[config.mk]
export PLATFORM = sky130hd
export DESIGN_NAME = acq_top
export DESIGN_NICKNAME = d
export VERILOG_FILES = /design/src/verilog/acq_pkg.sv /design/src/verilog/spi_reg_bank.sv /design/src/verilog/seq_acquisition.sv /design/src/verilog/adc_mock.sv /design/src/verilog/output_mode_mux.sv /design/src/verilog/acq_top.sv
export VERILOG_INCLUDE_DIRS = /design/src /design/src/verilog
export SDC_FILE = /design/constraint.sdc
export NUM_CORES = 1
export LEC_CHECK = 0
export ABC_AREA = 1
export BUFFER_PORTS_ARGS = -buffer_cell sky130_fd_sc_hd__buf_2
export CORE_MARGIN = 2
export CORE_UTILIZATION = 38
export CTS_CLUSTER_DIAMETER = 120
export DETAILED_ROUTE_END_ITERATION = 10
export PLACE_DENSITY_LB_ADDON = 0.15
export SLEW_MARGIN = 0
export SYNTH_ARGS = -nofsm -noshare
export SYNTH_HDL_FRONTEND = slang
export SYNTH_SLANG_ARGS = --single-unit
[constraint.sdc]
create_clock -name clk_i -period 4.2 [get_ports clk_i]
set_input_delay 0.42 -clock clk_i [delete_from_list [all_inputs] [get_ports clk_i]]
set_output_delay 0.42 -clock clk_i [all_outputs]
set_load 0.03 [all_outputs]
[src/verilog/acq_params.svh]
/* acquisition controller parameters */

`ifndef ACQ_PARAMS_SVH
`define ACQ_PARAMS_SVH

//////////////////////////////////////////////////
// datapath widths

`define ACQ_REG_W    32    // one configuration register
`define ACQ_ADDR_W   7     // register address in the command byte
`define ACQ_COUNT_W  24    // precharge and aperture counters

//////////////////////////////////////////////////
// acquisition sequence

// one entry is az-mux in the upper 4 bits, pc_sw in the low 2
`define ACQ_SEQ_W    6
`define ACQ_SEQ_N    4     // entries available to the sequencer

//////////////////////////////////////////////////
// status and pattern

`define ACQ_STATUS_MAGIC   8'b10101010   // fixed low byte of status
`define ACQ_PATTERN_SHIFT  4             // slows the test pattern down

//////////////////////////////////////////////////
// spi framing

// command byte plus one data word
`define ACQ_CMD_BITS   8
`define ACQ_FRAME_BITS 40

`endif

[src/verilog/acq_pkg.sv]
/* acquisition controller types */

`include "acq_params.svh"

package acq_pkg;

  // alternate function select, other codes give all outputs low
  typedef enum logic [2:0] {
    MODE_DIRECT   = 3'd0,   // outputs straight from direct register
    MODE_PATTERN  = 3'd3,   // free running count, board bring-up
    MODE_SEQ_MOCK = 3'd6    // sequencer with mocked adc
  } mode_e;

  typedef enum logic [`ACQ_ADDR_W-1:0] {
    REG_MODE      = 7'd1,
    REG_DIRECT    = 7'd2,
    REG_STATUS    = 7'd3,   // read only
    REG_APERTURE  = 7'd4,
    REG_PRECHARGE = 7'd5,
    REG_SEQ_N     = 7'd6,
    REG_SEQ0      = 7'd7,
    REG_SEQ1      = 7'd8,
    REG_SEQ2      = 7'd9,
    REG_SEQ3      = 7'd10
  } reg_addr_e;

  // board control outputs, msb first, same order as direct register
  typedef struct packed {
    logic       meas_complete;
    logic       spi_interrupt;
    logic       adc_cmpr_latch;
    logic [3:0] adc_refmux;
    logic [3:0] azmux;
    logic [1:0] pc_sw;
    logic [7:0] monitor;
    logic [3:0] leds;
  } out_bundle_t;

endpackage

[src/verilog/spi_reg_bank.sv]
/* oversampled spi register bank */

`timescale 1ns/1ns
`include "acq_params.svh"

module spi_reg_bank (
  input  logic                                  clk_i,
  input  logic                                  reset_i,
  input  logic                                  sck_i,
  input  logic                                  ss_i,
  input  logic                                  sdi_i,
  output logic                                  sdo_o,
  input  logic [3:0]                            hw_flags_i,
  output acq_pkg::mode_e                        mode_o,
  output logic [`ACQ_REG_W-1:0]                 direct_o,
  output logic [`ACQ_COUNT_W-1:0]               aperture_o,
  output logic [`ACQ_COUNT_W-1:0]               precharge_o,
  output logic [1:0]                            seq_n_o,
  output logic [`ACQ_SEQ_N-1:0][`ACQ_SEQ_W-1:0] seq_entries_o
);

  localparam logic [5:0] CMD_LAST   = 6'(`ACQ_CMD_BITS);
  localparam logic [5:0] FRAME_LAST = 6'(`ACQ_FRAME_BITS);

  //////////////////////////////////////////////////
  // pin synchronizers and edge detect

  logic [1:0] sck_q, ss_q, sdi_q;   // two flops each
  logic       sck_d, ss_d;          // previous synced value

  always_ff @(posedge clk_i) begin
    if (reset_i) begin
      sck_q <= '0;
      ss_q  <= 2'b11;               // deselected
      sdi_q <= '0;
      sck_d <= 1'b0;
      ss_d  <= 1'b1;
    end else begin
      sck_q <= {sck_q[0], sck_i};
      ss_q  <= {ss_q[0], ss_i};
      sdi_q <= {sdi_q[0], sdi_i};
      sck_d <= sck_q[1];
      ss_d  <= ss_q[1];
    end
  end

  logic sck_rise, sck_fall, ss_rise, selected;
  assign sck_rise = sck_q[1] & ~sck_d;
  assign sck_fall = ~sck_q[1] & sck_d;
  assign ss_rise  = ss_q[1] & ~ss_d;   // frame end
  assign selected = ~ss_q[1];

  //////////////////////////////////////////////////
  // shift in, shift out

  logic [5:0]                  bit_cnt;   // saturating count of sck rises
  logic [`ACQ_FRAME_BITS-1:0]  rx_sr;
  logic [`ACQ_FRAME_BITS-1:0]  rx_next;
  logic [`ACQ_REG_W-1:0]       tx_sr;     // readback word
  logic [`ACQ_REG_W-1:0]       rd_data;
  logic                        sdo_q;

  assign rx_next = {rx_sr[`ACQ_FRAME_BITS-2:0], sdi_q[1]};

  always_ff @(posedge clk_i) begin
    if (reset_i) begin
      bit_cnt <= '0;
      sdo_q   <= 1'b0;
    end else if (!selected) begin
      bit_cnt <= '0;
      sdo_q   <= 1'b0;
    end else begin
      if (sck_rise && bit_cnt != '1)
        bit_cnt <= bit_cnt + 6'd1;
      // data bits change after each falling edge
      if (sck_fall && bit_cnt >= CMD_LAST && bit_cnt < FRAME_LAST)
        sdo_q <= tx_sr[`ACQ_REG_W-1];
    end
  end

  // shift registers on sck edges
  always_ff @(posedge clk_i) begin
    if (selected && sck_rise)
      rx_sr <= rx_next;
    if (selected && sck_rise && bit_cnt == CMD_LAST - 6'd1)
      tx_sr <= rd_data;                     // command byte just completed
    else if (selected && sck_fall && bit_cnt >= CMD_LAST)
      tx_sr <= {tx_sr[`ACQ_REG_W-2:0], 1'b0};
  end

  assign sdo_o = sdo_q;

  //////////////////////////////////////////////////
  // configuration registers

  logic [2:0]                            mode_q;
  logic [`ACQ_REG_W-1:0]                 direct_q;
  logic [`ACQ_COUNT_W-1:0]               aperture_q, precharge_q;
  logic [1:0]                            seq_n_q;
  logic [`ACQ_SEQ_N-1:0][`ACQ_SEQ_W-1:0] seq_q;

  // readback select from the command byte now completing
  always_comb begin
    rd_data = '0;                           // unknown addresses read zero
    case (acq_pkg::reg_addr_e'(rx_next[`ACQ_ADDR_W-1:0]))
      acq_pkg::REG_MODE:      rd_data[2:0] = mode_q;
      acq_pkg::REG_DIRECT:    rd_data = direct_q;
      acq_pkg::REG_STATUS:    rd_data[11:0] = {hw_flags_i, `ACQ_STATUS_MAGIC};
      acq_pkg::REG_APERTURE:  rd_data[`ACQ_COUNT_W-1:0] = aperture_q;
      acq_pkg::REG_PRECHARGE: rd_data[`ACQ_COUNT_W-1:0] = precharge_q;
      acq_pkg::REG_SEQ_N:     rd_data[1:0] = seq_n_q;
      acq_pkg::REG_SEQ0:      rd_data[`ACQ_SEQ_W-1:0] = seq_q[0];
      acq_pkg::REG_SEQ1:      rd_data[`ACQ_SEQ_W-1:0] = seq_q[1];
      acq_pkg::REG_SEQ2:      rd_data[`ACQ_SEQ_W-1:0] = seq_q[2];
      acq_pkg::REG_SEQ3:      rd_data[`ACQ_SEQ_W-1:0] = seq_q[3];
      default:                rd_data = '0;
    endcase
  end

  // frame layout  {wr, addr[6:0], data[31:0]}
  logic                    wr_en;
  logic [`ACQ_REG_W-1:0]   wr_data;
  assign wr_en   = ss_rise && bit_cnt == FRAME_LAST && rx_sr[`ACQ_FRAME_BITS-1];
  assign wr_data = rx_sr[`ACQ_REG_W-1:0];

  always_ff @(posedge clk_i) begin
    if (reset_i) begin
      mode_q      <= '0;
      direct_q    <= '0;
      aperture_q  <= '0;
      precharge_q <= '0;
      seq_n_q     <= '0;
      seq_q       <= '0;
    end else if (wr_en) begin
      case (acq_pkg::reg_addr_e'(rx_sr[`ACQ_REG_W +: `ACQ_ADDR_W]))
        acq_pkg::REG_MODE:      mode_q      <= wr_data[2:0];
        acq_pkg::REG_DIRECT:    direct_q    <= wr_data;
        acq_pkg::REG_APERTURE:  aperture_q  <= wr_data[`ACQ_COUNT_W-1:0];
        acq_pkg::REG_PRECHARGE: precharge_q <= wr_data[`ACQ_COUNT_W-1:0];
        acq_pkg::REG_SEQ_N:     seq_n_q     <= wr_data[1:0];
        acq_pkg::REG_SEQ0:      seq_q[0]    <= wr_data[`ACQ_SEQ_W-1:0];
        acq_pkg::REG_SEQ1:      seq_q[1]    <= wr_data[`ACQ_SEQ_W-1:0];
        acq_pkg::REG_SEQ2:      seq_q[2]    <= wr_data[`ACQ_SEQ_W-1:0];
        acq_pkg::REG_SEQ3:      seq_q[3]    <= wr_data[`ACQ_SEQ_W-1:0];
        default: ;                          // status and unknown ignored
      endcase
    end
  end

  assign mode_o        = acq_pkg::mode_e'(mode_q);
  assign direct_o      = direct_q;
  assign aperture_o    = aperture_q;
  assign precharge_o   = precharge_q;
  assign seq_n_o       = seq_n_q;
  assign seq_entries_o = seq_q;

endmodule

[src/verilog/seq_acquisition.sv]
/* acquisition sequencer */

`timescale 1ns/1ns
`include "acq_params.svh"

module seq_acquisition (
  input  logic                                  clk_i,
  input  logic                                  reset_i,
  input  logic                                  run_i,
  input  logic                                  measure_valid_i,
  input  logic [1:0]                            seq_n_i,
  input  logic [`ACQ_SEQ_N-1:0][`ACQ_SEQ_W-1:0] seq_entries_i,
  input  logic [`ACQ_COUNT_W-1:0]               precharge_i,
  output logic [3:0]                            azmux_o,
  output logic [1:0]                            pc_sw_o,
  output logic                                  adc_reset_n_o,
  output logic [1:0]                            status_last_o,
  output logic [3:0]                            leds_o,
  output logic [7:0]                            monitor_o
);

  // state code is shown on the monitor
  typedef enum logic [1:0] {
    S_IDLE      = 2'd0,
    S_PRECHARGE = 2'd1,   // adc held in reset
    S_MEASURE   = 2'd2    // adc released, wait for valid
  } state_e;

  state_e                  state;
  logic [1:0]              idx;          // current entry
  logic [`ACQ_COUNT_W-1:0] pc_cnt;
  logic                    adc_reset_n;
  logic [1:0]              status_last;

  //////////////////////////////////////////////////
  // precharge / measure fsm

  always_ff @(posedge clk_i) begin
    if (reset_i || !run_i) begin
      state       <= S_IDLE;
      idx         <= '0;                 // back to first entry
      pc_cnt      <= '0;
      adc_reset_n <= 1'b0;
      if (reset_i)
        status_last <= '0;               // keep last result across a stop
    end else begin
      case (state)
        S_IDLE: begin
          state       <= S_PRECHARGE;
          pc_cnt      <= `ACQ_COUNT_W'(1);
          adc_reset_n <= 1'b0;
        end
        S_PRECHARGE: begin
          if (pc_cnt >= precharge_i) begin
            state       <= S_MEASURE;
            adc_reset_n <= 1'b1;         // let the adc start
          end else begin
            pc_cnt <= pc_cnt + `ACQ_COUNT_W'(1);
          end
        end
        S_MEASURE: begin
          if (measure_valid_i) begin
            status_last <= idx;          // entry just measured
            idx         <= (idx == seq_n_i) ? 2'd0 : idx + 2'd1;
            state       <= S_PRECHARGE;
            pc_cnt      <= `ACQ_COUNT_W'(1);
            adc_reset_n <= 1'b0;
          end
        end
        default: begin
          state       <= S_IDLE;
          adc_reset_n <= 1'b0;
        end
      endcase
    end
  end

  //////////////////////////////////////////////////
  // outputs

  logic [`ACQ_SEQ_W-1:0] entry;
  assign entry = seq_entries_i[idx];

  assign azmux_o       = entry[`ACQ_SEQ_W-1 -: 4];   // upper nibble
  assign pc_sw_o       = entry[1:0];
  assign adc_reset_n_o = adc_reset_n;
  assign status_last_o = status_last;
  assign leds_o        = 4'b0001 << idx;            // one-hot entry

  assign monitor_o = {
    adc_reset_n,      // 7
    measure_valid_i,  // 6
    state,            // 5:4
    idx,              // 3:2
    status_last       // 1:0
  };

endmodule

[src/verilog/adc_mock.sv]
/* mock adc */

`timescale 1ns/1ns
`include "acq_params.svh"

module adc_mock (
  input  logic                    clk_i,
  input  logic                    reset_i,
  input  logic                    adc_reset_n_i,
  input  logic [`ACQ_COUNT_W-1:0] aperture_i,
  output logic                    measure_valid_o
);

  logic [`ACQ_COUNT_W-1:0] cnt;       // cycles since release
  logic [`ACQ_COUNT_W-1:0] cnt_next;
  logic                    done;      // one pulse per release
  logic                    valid;

  assign cnt_next = cnt + `ACQ_COUNT_W'(1);

  always_ff @(posedge clk_i) begin
    if (reset_i || !adc_reset_n_i) begin
      cnt   <= '0;
      done  <= 1'b0;
      valid <= 1'b0;
    end else if (!done) begin
      cnt <= cnt_next;
      // valid lands aperture cycles after first released cycle
      if (cnt_next >= aperture_i) begin
        valid <= 1'b1;
        done  <= 1'b1;
      end
    end else begin
      valid <= 1'b0;                  // idle until next reset
    end
  end

  assign measure_valid_o = valid;

endmodule

[src/verilog/output_mode_mux.sv]
/* output mode mux */

`timescale 1ns/1ns
`include "acq_params.svh"

module output_mode_mux (
  input  logic                 clk_i,
  input  logic                 reset_i,
  input  acq_pkg::mode_e       mode_i,
  input  logic [`ACQ_REG_W-1:0] direct_i,
  input  logic [3:0]           seq_azmux_i,
  input  logic [1:0]           seq_pc_sw_i,
  input  logic [3:0]           seq_leds_i,
  input  logic [7:0]           seq_monitor_i,
  output acq_pkg::out_bundle_t outputs_o
);

  localparam int BUNDLE_W = $bits(acq_pkg::out_bundle_t);

  //////////////////////////////////////////////////
  // test pattern

  logic [31:0] pattern_cnt;
  logic [31:0] pattern;

  always_ff @(posedge clk_i) begin
    if (reset_i)
      pattern_cnt <= '0;
    else
      pattern_cnt <= pattern_cnt + 32'd1;   // free running
  end

  assign pattern = pattern_cnt >> `ACQ_PATTERN_SHIFT;

  //////////////////////////////////////////////////
  // source select

  acq_pkg::out_bundle_t sel;

  always_comb begin
    sel = '0;                                // unused modes drive low
    case (mode_i)
      acq_pkg::MODE_DIRECT:  sel = acq_pkg::out_bundle_t'(direct_i[BUNDLE_W-1:0]);
      acq_pkg::MODE_PATTERN: sel = acq_pkg::out_bundle_t'(pattern[BUNDLE_W-1:0]);
      acq_pkg::MODE_SEQ_MOCK: begin
        sel.azmux   = seq_azmux_i;
        sel.pc_sw   = seq_pc_sw_i;
        sel.monitor = seq_monitor_i;
        sel.leds    = seq_leds_i;
      end
      default: sel = '0;
    endcase
  end

  // outputs one cycle behind the select
  always_ff @(posedge clk_i) begin
    if (reset_i)
      outputs_o <= '0;
    else
      outputs_o <= sel;
  end

endmodule

[src/verilog/acq_top.sv]
/* adc board controller top */

`timescale 1ns/1ns
`include "acq_params.svh"

module acq_top (
  input  logic       clk_i,
  input  logic       reset_i,
  input  logic       sck_i,
  input  logic       ss_i,
  input  logic       sdi_i,
  output logic       sdo_o,
  input  logic [3:0] hw_flags_i,
  input  logic       trigger_internal_i,
  output logic [3:0] leds_o,
  output logic [7:0] monitor_o,
  output logic [1:0] pc_sw_o,
  output logic [3:0] azmux_o,
  output logic [3:0] adc_refmux_o,
  output logic       adc_cmpr_latch_ctl_o,
  output logic       spi_interrupt_ctl_o,
  output logic       meas_complete_o
);

  //////////////////////////////////////////////////
  // register bank

  acq_pkg::mode_e                        mode;
  logic [`ACQ_REG_W-1:0]                 direct;
  logic [`ACQ_COUNT_W-1:0]               aperture, precharge;
  logic [1:0]                            seq_n;
  logic [`ACQ_SEQ_N-1:0][`ACQ_SEQ_W-1:0] seq_entries;

  spi_reg_bank u_regs (
    .clk_i         (clk_i),
    .reset_i       (reset_i),
    .sck_i         (sck_i),
    .ss_i          (ss_i),
    .sdi_i         (sdi_i),
    .sdo_o         (sdo_o),
    .hw_flags_i    (hw_flags_i),
    .mode_o        (mode),
    .direct_o      (direct),
    .aperture_o    (aperture),
    .precharge_o   (precharge),
    .seq_n_o       (seq_n),
    .seq_entries_o (seq_entries)
  );

  //////////////////////////////////////////////////
  // sequencer against mocked adc

  logic       adc_reset_n, measure_valid;
  logic [3:0] seq_azmux, seq_leds;
  logic [1:0] seq_pc_sw;
  logic [7:0] seq_monitor;

  seq_acquisition u_seq (
    .clk_i           (clk_i),
    .reset_i         (reset_i),
    .run_i           (trigger_internal_i),   // trigger gates the run
    .measure_valid_i (measure_valid),
    .seq_n_i         (seq_n),
    .seq_entries_i   (seq_entries),
    .precharge_i     (precharge),
    .azmux_o         (seq_azmux),
    .pc_sw_o         (seq_pc_sw),
    .adc_reset_n_o   (adc_reset_n),
    .status_last_o   (),                     // only seen on monitor here
    .leds_o          (seq_leds),
    .monitor_o       (seq_monitor)
  );

  adc_mock u_adc (
    .clk_i           (clk_i),
    .reset_i         (reset_i),
    .adc_reset_n_i   (adc_reset_n),
    .aperture_i      (aperture),
    .measure_valid_o (measure_valid)
  );

  //////////////////////////////////////////////////
  // alternate function select

  acq_pkg::out_bundle_t outs;

  output_mode_mux u_mux (
    .clk_i         (clk_i),
    .reset_i       (reset_i),
    .mode_i        (mode),
    .direct_i      (direct),
    .seq_azmux_i   (seq_azmux),
    .seq_pc_sw_i   (seq_pc_sw),
    .seq_leds_i    (seq_leds),
    .seq_monitor_i (seq_monitor),
    .outputs_o     (outs)
  );

  // bundle onto pins
  assign meas_complete_o      = outs.meas_complete;
  assign spi_interrupt_ctl_o  = outs.spi_interrupt;
  assign adc_cmpr_latch_ctl_o = outs.adc_cmpr_latch;
  assign adc_refmux_o         = outs.adc_refmux;
  assign azmux_o              = outs.azmux;
  assign pc_sw_o              = outs.pc_sw;
  assign monitor_o            = outs.monitor;
  assign leds_o               = outs.leds;

endmodule

Word-level counts from Yosys, hierarchy flattened
Index checks and enable logic that the tools add are counted.
{"block": "totals", "ff_bits": 310, "inputBits": 10, "out_inout_bits": 26, "elab_cells": 146}
{"block": "op_classes", "n_addsub": 5, "order_cmp": 5, "n_eq_ne": 31, "shift": 1, "n_mux": 28, "bitwise": 7, "n_reduce_logical": 34}
{"cell": "24-bit one-hot mux with 3 select lines", "count": 1}
{"cell": "32-bit two-way mux", "count": 2}
{"cell": "7-bit by 3-bit == test with 1-bit output (second input constant)", "count": 8}
{"cell": "18-bit one-hot mux with 3 select lines", "count": 1}
{"cell": "24-bit by 1-bit adder with 24-bit output (second input constant)", "count": 2}
{"cell": "24-bit greater-or-equal comparator", "count": 2}
{"cell": "24-bit two-way mux", "count": 2}
{"cell": "7-bit by 4-bit == test with 1-bit output (second input constant)", "count": 6}
{"cell": "12-bit one-hot mux with 3 select lines", "count": 1}
{"cell": "32-bit by 1-bit adder with 32-bit output (second input constant)", "count": 1}
{"cell": "3-bit one-hot mux with 8 select lines", "count": 1}
{"cell": "6-bit one-hot mux with 4 select lines", "count": 1}
{"cell": "2-bit AND reduction", "count": 11}
{"cell": "7-bit by 2-bit == test with 1-bit output (second input constant)", "count": 3}
{"cell": "2-bit one-hot mux with 10 select lines", "count": 1}
{"cell": "7-bit by 1-bit == test with 1-bit output (second input constant)", "count": 2}
{"cell": "2-bit two-way mux", "count": 7}
{"cell": "7-bit one-hot mux with 2 select lines", "count": 1}
{"cell": "6-bit binary-select mux with 2-bit select", "count": 1}
{"cell": "1-bit logical AND", "count": 9}
{"cell": "8-bit two-way mux", "count": 1}
{"cell": "1-bit one-hot mux with 8 select lines", "count": 1}
{"cell": "6-bit by 1-bit adder with 6-bit output (second input constant)", "count": 1}
{"cell": "6-bit by 3-bit == test with 1-bit output (second input constant)", "count": 1}
{"cell": "28 further kinds", "count": 44}

Depth between registers and ports, before layout
{"block": "depth", "depth_word": 6, "ltp_mapped": 18}

Cells and area by module
From an unflattened synthesis, not the netlist that was laid out.
{"block": "unflattened", "hier_cells": 2341, "hier_area_um2": 16290.6}
{"module": "spi_reg_bank", "n_inst": 1, "cells_per_inst": 1116, "area_each_um2": 8594.5}
{"module": "seq_acquisition", "n_inst": 1, "cells_per_inst": 468, "area_each_um2": 2792.7}
{"module": "output_mode_mux", "n_inst": 1, "cells_per_inst": 388, "area_each_um2": 2608.8}
{"module": "adc_mock", "n_inst": 1, "cells_per_inst": 369, "area_each_um2": 2294.7}

Least setup slack after synthesis
OpenSTA, ideal clock, no wires.
{"block": "synth_timing", "path_kind": "register to register", "start": "register u_regs.sck_q[1]", "end": "register u_regs.tx_sr[0], enable pin", "arrival_time_ns": 3.803, "slack_ns": 0.008, "stages_incl_launch_ff": 8, "n_path_buf": 1, "synth_period_minus_slack_ns": 4.192, "path_cell_list": "dfxtp_1 inv_1 nor2_1 inv_1 nor2_1 nand4_1 clkbuf_1 nand2_1"}
{"block": "synth_via", "elab_chain_len": 5, "elab_cells_between_ends": 8, "cone_classes": "bitwise (3); reduce/logical (5)"}
{"element": "start, declared", "line": "spi_reg_bank.sv:28", "text": "logic [1:0] sck_q, ss_q, sdi_q;"}
{"element": "start signal, assigned", "line": "spi_reg_bank.sv:39", "text": "sck_q <= {sck_q[0], sck_i};"}
{"element": "1-bit inverter", "line": "spi_reg_bank.sv:49", "text": "assign sck_fall = ~sck_q[1] & sck_d;"}
{"element": "1-bit bitwise AND", "line": "spi_reg_bank.sv:49"}
{"element": "1-bit logical AND (2 in a row)", "line": "spi_reg_bank.sv:87", "text": "else if (selected && sck_fall && bit_cnt >= CMD_LAST)"}
{"element": "2-bit nonzero test (no line) (*)"}
{"element": "end signal, assigned", "line": "spi_reg_bank.sv:86", "text": "tx_sr <= rd_data;"}
{"element": "end signal, assigned", "line": "spi_reg_bank.sv:88", "text": "tx_sr <= {tx_sr[`ACQ_REG_W-2:0], 1'b0};"}
{"element": "end, declared", "line": "spi_reg_bank.sv:59", "text": "logic [`ACQ_REG_W-1:0] tx_sr;"}
Mark *: on every way between the ends. The rest lies on a longest branch, timed or not.
A chain may end at the register's enable or synchronous reset.

Worst setup path in the final report
{"block": "layout_timing", "start": "register u_adc.cnt[0]", "end": "register u_adc.done"}
{"block": "layout_via", "elab_chain_len": 4}
{"element": "start, declared", "line": "adc_mock.sv:14", "text": "logic [`ACQ_COUNT_W-1:0] cnt;"}
{"element": "start signal, assigned", "line": "adc_mock.sv:27", "text": "cnt <= cnt_next;"}
{"element": "24-bit by 1-bit adder with 24-bit output", "line": "adc_mock.sv:19", "text": "assign cnt_next = cnt + `ACQ_COUNT_W'(1);"}
{"element": "via u_adc.cnt_next[16]", "line": "adc_mock.sv:15", "text": "logic [`ACQ_COUNT_W-1:0] cnt_next;"}
{"element": "24-bit greater-or-equal comparator", "line": "adc_mock.sv:29", "text": "if (cnt_next >= aperture_i) begin"}
{"element": "1-bit two-way mux", "line": "adc_mock.sv:29"}
{"element": "1-bit two-way mux", "line": "adc_mock.sv:26", "text": "end else if (!done) begin"}
{"element": "end signal, assigned", "line": "adc_mock.sv:24", "text": "done <= 1'b0;"}
{"element": "end signal, assigned", "line": "adc_mock.sv:31", "text": "done <= 1'b1;"}
{"element": "end, declared", "line": "adc_mock.sv:16", "text": "logic done;"}
The timed path passes the listed nets, and every way through them passes these cells.

==> metrics.txt <==
min-delay worst type=input port to flip-flop; CTS max path bufs=3; Final setup viols=0; I/O pins=36; crit path to=u_adc.done; WL per Instance=17.2 um; Area growth, synth to finish=11.1%; initial core utilization=38.4%; initial antenna violation count=0; CP Class=flip-flop to flip-flop; number of synthesized register bits=306; Final Net Count=a little over 2000; Worst Max-Slew Pin Slew=1.14 ns; RSZ-0062 raised after global routing=no; # DRC=0; drt via density=5.15; DRT Wirelength=roughly 44000 um; core area=39500 um^2; Synth Cell Area=15200 um^2; clock slew at reported path FFs=0.06 ns; element type at the critical path end=flip-flop; Root Buffer=clkbuf_16; Worst R2R End=u_adc.done; drt pass-1 iters=6; max cap viols=0; EDFF count, synth=74; register area share after synthesis=a little under half; # port buffers=35; leakage=between 6 and 7 nW; full die area=41500 um^2; f_max=between 0.3 and 0.4 GHz; Clock Skews=0.0133 ns; Clock Sinks=a little over 300; grt total ovfl=0; CTS hold repair buffers=0; Top FF cell, synth=dfxtp_1; post-CTS setup buffer count=0; crit path DAT=3.25 ns; gr usage total=21.4%; Post-CTS Resized=0; largest net degree at the start of global routing=62; fin cells=2563; share of flip-flops with an asynchronous set or reset=0%; worst hold slack=0.0636 ns; Critical Path Start Type=flip-flop; CP startpoint=u_adc.cnt[0]; Max Transition Viols Final=0; DRT iter0 DRCs=963; Antenna Nets Post-Route=0; Die Width=~200 um; peak supply drop=0.311 mV; final hold viol count=0; die height=approximately 200 um; detailed-route via count=about 13000; clk_lat worst skew=0.55 ns; placer congestion estimate=0.900; setup TNS=0 ns; share of cells above drive strength 1=7.26%; R2R depth=15; post-layout util=42.6%; Rows=73; TritonCTS clock tree=yes; Slew HR=23.5%; first-pass GRT wire length=69300 um; syn_nets=2065; Yosys warning count=0; Critical Path RT=4.65 ns; r2r setup slk=approximately 1.4 ns; vias in the first global route=12346; minimum clock period=2.80 ns; Critical R2R Launch=u_adc.cnt[0]; H-tree depth=2; crit path max fanout=6; HPWL after DPL=31500 um; DP Cell Count=2498; status=complete, no violations; pwr/cell area=370 nW/um^2; Mapped Cells=roughly 2000; diode count=0; Synth cell types=52; cts bufs inserted=36; post-route clock period utilization=between 60% and 70%; Avg Inst Size Synth=7.59 um^2
## synth_stat cells (11+ instances only)
library cell | count | area, um^2
ha_1 | 57 | 713
o21ai_0 | 151 | 756
nand2_1 | 425 | 1600
o221ai_1 | 11 | 96.3
nand4_1 | 26 | 163
inv_1 | 243 | 912
clkbuf_1 | 41 | 154
xor2_1 | 21 | 184
nor3_1 | 34 | 170
nor2_1 | 236 | 886
buf_2 | 15 | 75.1
a21oi_1 | 185 | 926
nand3_1 | 62 | 310
a211oi_1 | 17 | 128
dfxtp_1 | 232 | 4640
o22ai_1 | 31 | 194
edfxtp_1 | 74 | 2220
## worst min-delay path by stage
stage                                from               to  slack, ns  depth (start not counted)
after floorplan           u_regs.sck_q[0]  u_regs.sck_q[1]       0.39                          2
after global placement    u_regs.sdi_q[0]  u_regs.sdi_q[1]       0.40                          2
after detailed placement  u_regs.sdi_q[0]  u_regs.sdi_q[1]       0.40                          2
after CTS                            ss_i   u_regs.ss_q[0]       0.04                          2
after global routing                 ss_i   u_regs.ss_q[0]       0.05                          2
final                                ss_i   u_regs.ss_q[0]       0.06                          2
## cells by family (layout without fill, tap and decap cells)
group / after synthesis / in the layout / synth area share, %
compound gates: 436 / 436 / 15.8
xor+xnor: 26 / 26 / 1.50
fa+ha+maj: 57 / 57 / 4.70
buf+inv: 329 / 369 / 8.79
flops: 306 / 306 / 45.3
simple gates: 844 / 844 / 24.0
## metrics by stage
step | power [mW] | setup slack, ns | instance area, um^2
after detailed placement | 3.30 | 1.39 | 15700
after CTS | 6.32 | 1.37 | 16900
after global placement | 3.29 | 1.39 | 15700
after floorplan | 3.24 | 0.00764 | 15200
after global routing | 6.46 | 1.00 | 16900
final | 6.24 | 1.40 | 16900
## layer usage
layer / track usage (%) / up-vias / wire length, um
li1: - / 6630 / -
met1: 30.1 / 6211 / 21400
met2: 33.9 / 306 / 19700
met3: 3.27 / 59 / 2150
met4: 6.26 / 0 / 966
met5: 0 / - / 0
## placed cells by master (no fill, tap or decap), types with 21 or more instances in the layout
cell type    n
nor2_1     235
o22ai_1     31
xor2_1      21
dfxtp_1    232
nand3_1     62
nand4_1     26
nand2_1    425
a21oi_1    185
edfxtp_1    74
ha_1        57
nor3_1      34
buf_2       34
inv_1      243
clkbuf_16   37
o21ai_0    151
## layout make-up
| cell class | count | area (um^2) |
|---|---|---|
| Clock buffer | 52 | 1020 |
| Clock inverter | 13 | 90.1 |
| Fill cell | 4059 | 22700 |
| Inverter | 255 | 958 |
| Multi-Input combinational cell | 1363 | 6980 |
| Sequential cell | 306 | 6870 |
| Tap cell | 525 | 657 |
| Timing Repair Buffer | 49 | 283 |
## report_power, final
group | internal (mW) | switching [mW]
clock | 1.75 | 1.26
sequential | 3.02 | 0.0223
combinational | 0.0557 | 0.132
total | 4.83 | 1.41
## flip-flops by register name, indices dropped and copies added (netlist names), 2 cells and up
signal                count
u_seq.pc_cnt             24
u_mux.outputs_o          25
u_regs.sck_q              2
u_regs.tx_sr             32
u_regs.seq_entries_o     24
u_regs.aperture_o        24
u_regs.seq_n_o            2
u_mux.pattern_cnt        29
u_seq.idx                 2
u_regs.sdi_q              2
u_regs.precharge_o       24
u_regs.rx_sr             40
u_regs.ss_q               2
u_adc.cnt                24
u_regs.direct_o          32
u_regs.bit_cnt            6
u_regs.mode_o             3
u_seq.status_last_o       2
## critical path: stages, from the launching register on
cell	delay, ns
dfxtp_1	0.40
ha_1	0.29
nand3_1	0.18
nor2_2	0.26
nand4_1	0.18
nor2_1	0.15
xnor2_1	0.16
inv_1	0.07
ha_1	0.17
a21oi_1	0.12
o21ai_0	0.08
a21oi_1	0.12
a21boi_0	0.26
nand4_1	0.11
nand2_1	0.09
inv_1	0.04
No activity file was read; power rests on OpenSTA's default activity.
